**src/design/lm80c_mem_settings.svh**
```systemverilog
/*
  LM80C memory subsystem settings
  Widths, bank bases, download indexes, fill byte
  and clock divider decode patterns
*/
`ifndef LM80C_MEM_SETTINGS_SVH
`define LM80C_MEM_SETTINGS_SVH

// Physical memory, 128K bytes with two 64K banks
`define LM80C_MEM_ADDR_W 17
`define LM80C_ROM_BASE 17'h00000
`define LM80C_RAM_BASE 17'h10000

// Download indexes that carry a ROM image
`define LM80C_BOOT_INDEX 8'd0
`define LM80C_ROM_INDEX 8'd3

// Byte written over RAM by the eraser
`define LM80C_ERASE_FILL 8'h00

// Divider counters and their decode phases
`define LM80C_VDP_DIV_W 2
`define LM80C_CPU_DIV_W 4
`define LM80C_Z80_PHASE_A 4'd0
`define LM80C_Z80_PHASE_B 4'd8
`define LM80C_PSG_PHASE 4'd0

`endif
```
**src/design/lm80c_mem_pkg.sv**
```systemverilog
/*
  LM80C memory subsystem package
  Address, data, download and divider types shared by the blocks
*/
`default_nettype none

`include "lm80c_mem_settings.svh"

package lm80c_mem_pkg;

	// ========================================
	// Memory side
	// ========================================

	// Physical address, bank bit on top of a 16-bit offset
	typedef logic [`LM80C_MEM_ADDR_W-1:0] mem_addr_t;

	// Address as seen by the Z80
	typedef logic [15:0] cpu_addr_t;

	// One byte of memory
	typedef logic [7:0] mem_data_t;

	// ========================================
	// Download side
	// ========================================

	typedef logic [7:0] dl_index_t;
	typedef logic [24:0] dl_addr_t;

	// Free-running divider counters
	typedef logic [`LM80C_VDP_DIV_W-1:0] vdp_div_t;
	typedef logic [`LM80C_CPU_DIV_W-1:0] cpu_div_t;

endpackage

`default_nettype wire

```
**src/design/mem_req_if.sv**
```systemverilog
/*
  Memory request bundle
  One requester drives address, data, write and read strobes
  towards the memory side
*/
`default_nettype none

interface mem_req_if;

	// Physical byte address
	lm80c_mem_pkg::mem_addr_t addr;

	// Write data
	lm80c_mem_pkg::mem_data_t data;

	// Write strobe, one byte per cycle
	logic wr;

	// Read enable for the registered output
	logic rd;

	// Loader, eraser and arbiter output side
	modport requester (
		output addr,
		output data,
		output wr,
		output rd
	);

	// Arbiter input side and the memory
	modport memory (
		input addr,
		input data,
		input wr,
		input rd
	);

endinterface

`default_nettype wire

```
**src/design/mem_arbiter.sv**
```systemverilog
/*
  Memory port arbiter
  Fixed priority of loader, eraser, then CPU onto the single
  memory port, with CPU addresses mapped onto the ROM and RAM banks
*/
`default_nettype none

module mem_arbiter (
	input  logic                      downloading,
	input  logic                      erasing,
	mem_req_if.memory                 loader_req,
	mem_req_if.memory                 eraser_req,
	input  lm80c_mem_pkg::cpu_addr_t  cpu_addr,
	input  lm80c_mem_pkg::mem_data_t  cpu_dout,
	input  logic                      cpu_rd,
	input  logic                      cpu_wr,
	input  logic                      rom_enable,
	mem_req_if.requester              mem_port
);

	import lm80c_mem_pkg::*;

	// CPU side after bank mapping
	logic      ram_bank;
	mem_addr_t cpu_phys;

	// ========================================
	// Bank mapping
	// ========================================

	// Memory map
	//   0-0000 .. 0-7FFF  32K ROM
	//   0-8000 .. 0-FFFF  unused
	//   1-0000 .. 1-FFFF  64K RAM
	// ROM shows only in the lower half with rom_enable set
	assign ram_bank = !rom_enable || cpu_addr[15];
	assign cpu_phys = {ram_bank, cpu_addr};

	// ========================================
	// Priority select
	// ========================================

	always_comb begin
		if (downloading && loader_req.wr) begin
			// Loader write strobe
			mem_port.addr = loader_req.addr;
			mem_port.data = loader_req.data;
			mem_port.wr   = loader_req.wr;
			mem_port.rd   = loader_req.rd;
		end else if (erasing) begin
			// Eraser owns the port for the whole run
			mem_port.addr = eraser_req.addr;
			mem_port.data = eraser_req.data;
			mem_port.wr   = eraser_req.wr;
			mem_port.rd   = eraser_req.rd;
		end else begin
			// CPU strobes go through unchanged
			mem_port.addr = cpu_phys;
			mem_port.data = cpu_dout;
			mem_port.wr   = cpu_wr;
			mem_port.rd   = cpu_rd;
		end
	end

	// No back-pressure, CPU is held in reset or wait
	// whenever a higher priority requester is active

endmodule

`default_nettype wire

```
**src/flat_wrapper.sv**
```systemverilog
// flat-port wrapper written by rule: the top's interface ports become plain ports
module mem_arbiter_flat import lm80c_mem_pkg::*;
  (downloading, erasing, cpu_addr, cpu_dout, cpu_rd, cpu_wr, rom_enable, loader_req_addr, loader_req_data, loader_req_wr, loader_req_rd, eraser_req_addr, eraser_req_data, eraser_req_wr, eraser_req_rd, mem_port_addr, mem_port_data, mem_port_wr, mem_port_rd);
  mem_req_if loader_req_i ();
  mem_req_if eraser_req_i ();
  mem_req_if mem_port_i ();
  input  logic downloading;
  input  logic erasing;
  input  lm80c_mem_pkg::cpu_addr_t cpu_addr;
  input  lm80c_mem_pkg::mem_data_t cpu_dout;
  input  logic cpu_rd;
  input  logic cpu_wr;
  input  logic rom_enable;
  input wire logic [$bits(loader_req_i.addr)-1:0] loader_req_addr;
  input wire logic [$bits(loader_req_i.data)-1:0] loader_req_data;
  input wire logic [$bits(loader_req_i.wr)-1:0] loader_req_wr;
  input wire logic [$bits(loader_req_i.rd)-1:0] loader_req_rd;
  input wire logic [$bits(eraser_req_i.addr)-1:0] eraser_req_addr;
  input wire logic [$bits(eraser_req_i.data)-1:0] eraser_req_data;
  input wire logic [$bits(eraser_req_i.wr)-1:0] eraser_req_wr;
  input wire logic [$bits(eraser_req_i.rd)-1:0] eraser_req_rd;
  output wire logic [$bits(mem_port_i.addr)-1:0] mem_port_addr;
  output wire logic [$bits(mem_port_i.data)-1:0] mem_port_data;
  output wire logic [$bits(mem_port_i.wr)-1:0] mem_port_wr;
  output wire logic [$bits(mem_port_i.rd)-1:0] mem_port_rd;
  assign loader_req_i.addr = loader_req_addr;
  assign loader_req_i.data = loader_req_data;
  assign loader_req_i.wr = loader_req_wr;
  assign loader_req_i.rd = loader_req_rd;
  assign eraser_req_i.addr = eraser_req_addr;
  assign eraser_req_i.data = eraser_req_data;
  assign eraser_req_i.wr = eraser_req_wr;
  assign eraser_req_i.rd = eraser_req_rd;
  assign mem_port_addr = mem_port_i.addr;
  assign mem_port_data = mem_port_i.data;
  assign mem_port_wr = mem_port_i.wr;
  assign mem_port_rd = mem_port_i.rd;
  mem_arbiter u_core (.downloading(downloading), .erasing(erasing), .loader_req(loader_req_i), .eraser_req(eraser_req_i), .cpu_addr(cpu_addr), .cpu_dout(cpu_dout), .cpu_rd(cpu_rd), .cpu_wr(cpu_wr), .rom_enable(rom_enable), .mem_port(mem_port_i));
endmodule
```
**config.mk**
```make
export PLATFORM = sky130hd
export DESIGN_NAME = mem_arbiter_flat
export DESIGN_NICKNAME = d
export VERILOG_FILES = /design/src/design/lm80c_mem_pkg.sv /design/src/design/mem_req_if.sv /design/src/design/mem_arbiter.sv /design/src/flat_wrapper.sv
export VERILOG_INCLUDE_DIRS = /design/src /design/src/design
export SDC_FILE = /design/constraint.sdc
export NUM_CORES = 1
export LEC_CHECK = 0
export BUFFER_PORTS_ARGS = -buffer_cell sky130_fd_sc_hd__buf_2
export CAP_MARGIN = 10
export CORE_MARGIN = 10
export CORE_UTILIZATION = 33
export DETAILED_ROUTE_END_ITERATION = 10
export PLACE_DENSITY = 0.9
export RECOVER_POWER = 25
export SETUP_SLACK_MARGIN = 0.4
export SYNTH_ARGS = -nofsm -noshare
export SYNTH_HDL_FRONTEND = slang
export SYNTH_SLANG_ARGS = --single-unit
```
**constraint.sdc**
```tcl
create_clock -name vclk -period 1.9
set_input_delay 0.095 -clock vclk [all_inputs]
set_output_delay 0.095 -clock vclk [all_outputs]
set_load 0.05 [all_outputs]
```
Word level (Yosys, flattened, before mapping)
Cells that the tools add are included.

Multipliers: 0. Add/subtract/negate cells: 0. Reductions and logical operators: 3. Mux-type cells: 8. $lt $le $gt $ge: 0. Eq/ne operators: 0. Bitwise operators: 0. Shifts and indexed selects: 0. Divide/modulo/power cells: 0.

Operator list (number): 17-bit 2-to-1 mux (2); 8-bit 2-to-1 mux (2); 1-bit 2-to-1 mux (4); 1-bit logical AND (1); 1-bit logical NOT (1); 1-bit logical OR (1).

Word-level logic and storage cells: 11. Latch bits: 0. Bits in writable memories: 0. Memories kept: 0. Input port bits: 83. Register bits after elaboration: 0. ROM bits: 0.

Logic depth before layout (Yosys ltp)
Gate-level depths: netlist of the first run.

Depth after elaboration: 4. Gate-level depth with buffers: 5. Gate-level depth less buffers: 2.

Worst setup path before layout of the first run
No wires, ideal clock.

Path type: input to output. Start point: in loader_req_wr. End point: out mem_port_addr[16]. Setup slack: 0.082 ns. Arrival: 1.723 ns. Required time: 1.805 ns. Stages: 4. Cell sequence: buf_2 > and2_4 > buf_6 > o31ai_1.

Longest elaborated chain between the ends: 2.

Ends and longest elaborated chain: from (decl) (RTL line flat_wrapper.sv:16) `input wire logic [$bits(loader_req_i.wr)-1:0] loader_req_wr;`; 1-bit logical AND (RTL line mem_arbiter.sv:44) `if (downloading && loader_req.wr) begin`; 17-bit 2-to-1 mux (RTL line mem_arbiter.sv:44); to (decl) (RTL line flat_wrapper.sv:22) `output wire logic [$bits(mem_port_i.addr)-1:0] mem_port_addr;`.

No other way between the ends.

Worst setup path after layout of the first run
Start point: in erasing. End point: out mem_port_addr[15].

Longest elaborated chain between the ends: 2.

Ends and longest elaborated chain: from (decl) (RTL line flat_wrapper.sv:8) `input logic erasing;`; 17-bit 2-to-1 mux (RTL line mem_arbiter.sv:50) `end else if (erasing) begin`; 17-bit 2-to-1 mux (RTL line mem_arbiter.sv:44).

No other way between the ends.

==> impl_metrics.toml, run 1 <==
[outcome]
status = "finished clean"

[global_routing]
grt_util_met1_pct = 16.5
grt_util_all_layers_pct = 15.1
grt_antenna_before_repair = 0
gr-total-overflow = 0
grt_pass1_wl_mm = 5.55
grt.busiest_layer = "met2"
grt_pass1_vias = 1144
grt_max_degree = 28
gr-usage-met3_pct = 6.02
gr-usage-met2_pct = 27.6

[floorplanning]
coreArea_um2 = 2020
std_cell_rows = 16
die_h_um = 66.7
die_x_um = 66.7
dieArea_um2 = 4440
initial_utilization_pct = 35.5
io_pins = 110

[clocking]
cts_setup_buffers = 0
cts.hold.buffers_added = 0
cts.repair.resized = 0

[sta]
rsz0062_at_grt = "no"
period_needed_ns = 1.45
hold_viol_final = 0
max_freq_mhz = 687
worstMarginPinSlew_ns = 0.616
fin_crit_sh_pct = 76.6
timing.final.setup_violations = 0
hold_ws_ns = 0.600
slew_headroom_pct = 59.1
drv_slew = 0
final.setup.tns_ns = 0

[pwr]
pwr-share-comb_pct = 100.0
peakVddDrop_v = 0.000256
sequentialPowerShare_pct = 0
internal_power_mw = 0.161
p_switching_mw = 0.334
p_clk_share_pct = 0
p_sw_share_pct = 67.5
leakage_nw = 0.700
powerDensity_nw_per_um2 = 398

[logic_synthesis]
yosys.area_share.simple_pct = 22.1
ys_seq_area_share_pct = 0
synth.area.mux_share_pct = 34.8
synth_fa_ha_area_share_pct = 0
synth_xor_area_share_pct = 0
syn_area_um2 = 718
synth-compound-area-share_pct = 30.1
yosysWarnings = 0
ys_types = 14
synth_top_family_by_area = "multiplexers"
syn-num-nets = 177
syn_inst = 94
avgSynthCellArea_um2 = 7.64

[final_layout]
fill_cells = 192
seq_cell_count = 0
antennaDiodeCount = 0
nets = 280
final_cells = 222
synthToLayoutAreaGrowth_pct = 73.2
regArea_um2 = 0
nClkBuffers = 0
final_util_pct = 61.5
drive_above_1_share_pct = 66.7
multi_input_area_um2 = 631

[worst_setup_path]
critPathMaxFanout = 18
startpoint_type = "primary input"
critPathCaptureType = "output pin"
cp.required_ns = 1.80
cp_data_arrival_time_ns = 1.36
critical_path_class = "in2out"

[placement]
port_buffers = 110
gp_congestion = 0.862
dp.cells = 222
dpl.hpwl_mm = 3.31

[detailed_routing]
remaining_drc_errors = 0
totalWireLength_mm = 3.86
antenna_left = 0
dr_total_vias = 1164
dr.pass1.iters = 4
wl_per_cell_um = 17.4
drt-initial-drc-count = 96
via_per_inst = 5.24

[hold_path]
worstHoldPathType = "in2out"

[flow_run]
drv_cap = 0
-- stage by stage --
step	power [mW]	setup slack, ns	instance area, µm²
after global placement	0.491	0.569	1250
after floorplan	0.351	0.196	723
after CTS	0.500	0.500	1250
after global routing	0.524	0.407	1240
final	0.494	0.445	1240
after detailed placement	0.499	0.503	1250
-- cells in the final DEF (no fill, tap or decap) --
master,count
mux2i_1,25
clkbuf_2,1
buf_4,2
nor3b_1,1
o21ai_2,20
clkbuf_1,5
buf_2,104
nand3_1,26
a211o_1,1
o21ai_0,5
buf_12,1
and2_4,1
o31ai_2,1
nor2b_1,2
-- final timing paths --
path,end,depth (start not counted),from
setup / recovery,mem_port_addr[15],5,erasing
hold / removal,mem_port_addr[13],4,loader_req_addr[13]
-- metal layers --
layer	up-vias	wire length [µm]	share of wire, %
met3	2	566	15
met5	-	0	0
met1	516	1450	38
met4	0	14	0.36
li1	557	-	-
met2	89	1830	47
-- area by class of cell --
type | count | area share, %
timing repair buffer | 113 | 46.6
multi-input combinational | 82 | 50.7
tap | 27 | 2.72
-- cells in the mapped netlist --
library cell	instances	share of area, %
nor2b_1	2	1.7
buf_8	2	4.2
buf_6	2	3.1
o21ai_2	20	24
mux2i_1	25	35
clkbuf_1	4	2.1
nand3_1	26	18
o31ai_1	1	1.0
and2_4	1	1.2
nor3b_1	1	1.0
buf_2	2	1.4
o21ai_0	5	3.5
a211o_1	1	1.2
buf_4	2	2.1
-- cells by family (layout without fill, tap and decap cells) --
group / count (synthesis) / in the layout
simple gates: 30 / 30
compound gates: 27 / 27
mux: 25 / 25
buf+inv: 12 / 113
-- power by group through the flow --
stage / combinational [mW] / clock [mW] / sequential [mW]
6_report: 0.494 / 0 / 0
5_1_grt: 0.524 / 0 / 0
4_1_cts: 0.500 / 0 / 0
3_5_place_dp: 0.499 / 0 / 0
3_3_place_gp: 0.491 / 0 / 0
2_1_floorplan: 0.351 / 0 / 0
-- critical path, cell delays in order --
cell	delay, ns
clkbuf_2	0.46
buf_12	0.22
mux2i_1	0.26
o21ai_2	0.09
buf_2	0.23
Note: power is estimated with default switching activity, not from simulation.
==> run 2, diff against run 1 <==
--- a/config.mk
+++ b/config.mk
@@ -9,9 +9,9 @@
 export BUFFER_PORTS_ARGS = -buffer_cell sky130_fd_sc_hd__buf_2
 export CAP_MARGIN = 10
 export CORE_MARGIN = 10
-export CORE_UTILIZATION = 33
+export CORE_UTILIZATION = 28
 export DETAILED_ROUTE_END_ITERATION = 10
-export PLACE_DENSITY = 0.9
+export PLACE_DENSITY = 0.81
 export RECOVER_POWER = 25
 export SETUP_SLACK_MARGIN = 0.4
 export SYNTH_ARGS = -nofsm -noshare
==> constraint.sdc (replaced) <==
create_clock -name vclk -period 1.2
set_input_delay 0.06 -clock vclk [all_inputs]
set_output_delay 0.06 -clock vclk [all_outputs]
set_load 0.05 [all_outputs]
==> run 2 against run 1 <==
Against the previous run:
- clock-buffer cell count did not move
- design area is 64% higher
- routed wire length is 41% higher
- first-iteration DRC count shrank 58%
- sequential cell count stayed put
- combinational power grew 150%
- global-route usage up 3.6 points
- critical path depth did not move
- critical endpoint is now mem_port_addr[9]
- largest cell class unchanged
- largest power group unchanged
==> impl_metrics.toml, run 2 (synthesized netlist as in run 1, its figures left out) <==
[detailed_routing]
antenna_left = 0
drt-initial-drc-count = 40
totalWireLength_mm = 5.43
dr.pass1.iters = 4
via_per_inst = 5.41
remaining_drc_errors = 0
wl_per_cell_um = 22.9
dr_total_vias = 1282

[worst_setup_path]
cp.required_ns = 1.14
critical_path_class = "in2out"
cp_data_arrival_time_ns = 0.97
critPathMaxFanout = 6
startpoint_type = "primary input"
critPathCaptureType = "output pin"

[floorplanning]
std_cell_rows = 18
dieArea_um2 = 4990
die_x_um = 70.6
die_h_um = 70.6
coreArea_um2 = 2450
io_pins = 110
initial_utilization_pct = 29.3

[flow_run]
drv_cap = 0

[sta]
hold_viol_final = 0
hold_ws_ns = 0.473
drv_slew = 0
timing.final.setup_violations = 0
worstMarginPinSlew_ns = 0.287
max_freq_mhz = 973
fin_crit_sh_pct = 85.6
final.setup.tns_ns = 0
slew_headroom_pct = 80.3
rsz0062_at_grt = "yes"
setup_ws_ns = 0.172
period_needed_ns = 1.03

[placement]
dpl.hpwl_mm = 3.36
placedInstanceArea_um2 = 1490
gp_congestion = 0.753
port_buffers = 110
dpl_worst_slack_ns = 0.0876
dp.cells = 229

[final_layout]
final_area_um2 = 2040
seq_cell_count = 0
final_cell_mix = "80 x buf_2, 26 x nand3_1, 21 x o21ai_4"
nClkBuffers = 0
final_cells = 237
antennaDiodeCount = 0
regArea_um2 = 0
layout_commonest_cell = "buf_2"
fill_cells = 151
drive_above_1_share_pct = 82.6
nets = 292
synthToLayoutAreaGrowth_pct = 184

[pwr]
leakage_nw = 0.913
powerDensity_nw_per_um2 = 605
peakVddDrop_v = 0.000541

[global_routing]
gr-total-overflow = 0
grt_pass1_vias = 1503
grt.busiest_layer = "met2"
gr-usage-met2_pct = 36.0
grt_antenna_before_repair = 0
grt_util_all_layers_pct = 18.6
grt_pass1_wl_mm = 7.76
grt_util_met1_pct = 17.3
gr-usage-met3_pct = 7.95
grt_max_degree = 27

[clocking]
cts.hold.buffers_added = 0

[outcome]
status = "finished clean"

[hold_path]
worstHoldPathType = "in2out"
## run 2: changes by cell type in the layout (fill, tap and decap cells not counted), moves of 8 or more
| cell | previous run | this run |
|---|---|---|
| buf_2 | 104 | 80 |
| o21ai_4 | 0 | 21 |
| mux2i_1 | 25 | 9 |
| o21ai_2 | 20 | 4 |
| buf_6 | 0 | 15 |
| mux2i_4 | 0 | 13 |
| buf_8 | 0 | 8 |
## run 2: layout make-up
class | count | area [µm²] | area share (%)
multi-input combinational | 83 | 1030 | 50.3
timing repair buffer | 124 | 975 | 47.8
tap | 30 | 37.5 | 1.84
## run 2: final timing paths
check	from	cells after the start	slack (ns)	to
setup / recovery	loader_req_wr	5	0.17	mem_port_addr[9]
hold / removal	eraser_req_wr	3	0.47	mem_port_wr
## run 2: power breakdown
group	total (mW)	internal [mW]	leakage (nW)	switching (mW)
registers	0	0	0	0
clock network	0	0	0	0
logic	1.23	0.543	0.913	0.691
## run 2: stage by stage
step	total power [mW]	util [%]
floorplan	0.665	-
global placement	0.901	60.6
detailed placement	0.913	60.6
CTS	1.19	80.6
global route	1.28	83.0
finish	1.23	83.0
## run 2: timing repair
item,4_1_cts,5_1_grt
pin swaps,4,10
buffers inserted,3,0
gates resized for setup,97,15
setup endpoints to repair,27,27
cloned,3,2
## run 2: critical path: stages
cell and delay, ns:
buf_8 0.10, and2_4 0.20, buf_16 0.16, o21ai_4 0.14, clkbuf_2 0.29
## run 2: layer usage
metal / vias up / part of all wire, % / routed length, µm
met3: 12 / 11 / 587
met5: - / 0 / 0
met1: 597 / 35 / 1880
li1: 586 / - / -
met4: 0 / 2.9 / 159
met2: 87 / 52 / 2810
==> run 3, diff against run 2 <==
==> constraint.sdc (replaced) <==
create_clock -name vclk -period 1.2
set_input_delay 0.18 -clock vclk [all_inputs]
set_output_delay 0.18 -clock vclk [all_outputs]
set_load 0.05 [all_outputs]
==> run 3 against run 2 <==
Against the previous run:
- the flow now finishes with violations (negative setup slack)
- maximum frequency shrank 17%
- utilization rose by 0.76 points
- combinational power about the same
- design area is 0.92% higher
- global-route usage up 0.20 points
- setup slack worse by 0.21 ns
- first-iteration DRC count fell by 38%
- via count decreased by 0.55%
- clock-buffer cell count unchanged
- power is 0.40% higher
- largest cell class unchanged
==> impl_metrics.toml, run 3 (synthesized netlist as in run 1, its figures left out) <==
[detailed_routing]
dr_total_vias = 1275
dr.pass1.iters = 4
antenna_left = 0
via_per_inst = 5.29
remaining_drc_errors = 0
wl_per_cell_um = 21.5
totalWireLength_mm = 5.18
drt-initial-drc-count = 25

[placement]
dpl_worst_slack_ns = -0.144
gp_congestion = 0.755
port_buffers = 110
dpl.hpwl_mm = 3.30

[final_layout]
drive_above_1_share_pct = 83.9
nClkBuffers = 0
nets = 296
final_util_pct = 83.8
antennaDiodeCount = 0
synthToLayoutAreaGrowth_pct = 186
regArea_um2 = 0
layout_commonest_cell = "buf_2"
seq_cell_count = 0
final_cell_mix = "80 x buf_2, 26 x nand3_1, 20 x o21ai_4"

[worst_setup_path]
critPathMaxFanout = 8
cp.required_ns = 1.02
startpoint_type = "primary input"
critical_path_class = "in2out"
critPathCaptureType = "output pin"
cp_data_arrival_time_ns = 1.05

[global_routing]
grt_pass1_vias = 1479
grt_antenna_before_repair = 0
grt_util_all_layers_pct = 18.8
grt_pass1_wl_mm = 7.77
gr-total-overflow = 0
grt_max_degree = 17

[floorplanning]
die_x_um = 70.6
coreArea_um2 = 2450
std_cell_rows = 18
dieArea_um2 = 4990
initial_utilization_pct = 29.3
die_h_um = 70.6
io_pins = 110

[pwr]
peakVddDrop_v = 0.000500
power_mw = 1.24
powerDensity_nw_per_um2 = 602
leakage_nw = 0.920

[hold_path]
worstHoldPathCells = 3
worstHoldPathType = "in2out"

[outcome]
violations = "negative setup slack"
status = "complete, but fails checks"

[sta]
period_needed_ns = 1.23
worstMarginPinSlew_ns = 0.284
drv_slew = 0
setup_ws_ns = -0.0331
max_freq_mhz = 811
hold_viol_final = 0
slew_headroom_pct = 80.5
rsz0062_at_grt = "yes"
fin_crit_sh_pct = 103
timing.final.setup_violations = 4

[flow_run]
drv_cap = 0
==> run 3: cell types whose count changed in the layout (fill, tap and decap cells not counted), moves of 2 or more <==
| cell | before | now |
|---|---|---|
| buf_4 | 7 | 18 |
| buf_6 | 15 | 13 |
| clkbuf_2 | 5 | 0 |
| mux2i_1 | 9 | 7 |
| mux2i_4 | 13 | 15 |
==> run 3: area by class of cell <==
type                       instances  area [µm²]
tap                               30        37.5
multi-input combinational         83        1030
timing repair buffer             128         990
fill                             144         398
==> run 3: worst paths after layout <==
kind                          start     endpoint  slack (ns)
worst min-delay path  eraser_req_wr  mem_port_wr        0.72
worst max-delay path        erasing  mem_port_rd       -0.03
==> run 3: critical path, stage by stage <==
cell and delay (ns):
buf_12 0.11, buf_12 0.14, buf_4 0.13, mux2i_2 0.26
o21ai_2 0.08, buf_6 0.15
==> run 3: report_power, final <==
| group | switching, mW | leakage, nW | internal (mW) | total [mW] |
|---|---|---|---|---|
| combinational | 0.686 | 0.920 | 0.553 | 1.24 |
| clock | 0 | 0 | 0 | 0 |
| sequential | 0 | 0 | 0 | 0 |
==> run 3: layer usage <==
| metal | part of all wire [%] | global-route usage [%] | wire length, µm | vias to the layer above |
|---|---|---|---|---|
| met1 | 31 | 17.7 | 1630 | 587 |
| li1 | - | - | - | 589 |
| met5 | 0 | 0 | 0 | - |
| met4 | 2.6 | 5.81 | 135 | 0 |
| met3 | 14 | 9.07 | 708 | 10 |
| met2 | 52 | 35.2 | 2710 | 89 |
==> run 3: through the flow <==
step	setup TNS (ns)	instance area, µm²	hold slack, ns	cells
detailed placement	-1.91	1550	0.774	235
floorplan	-0.923	926	0.583	94
global placement	-1.70	1550	0.773	235
finish	-0.0921	2060	0.717	241
CTS	-0.0285	2000	0.708	240
global route	-0.245	2060	0.732	241
==> run 3: what timing repair did <==
item,CTS,global route
cloned,3,1
buffers inserted,2,0
endpoints found under the hold margin,0,0
pin swaps,17,5
endpoints found under the setup margin,27,27
hold buffers,0,0
gates resized for setup,92,12
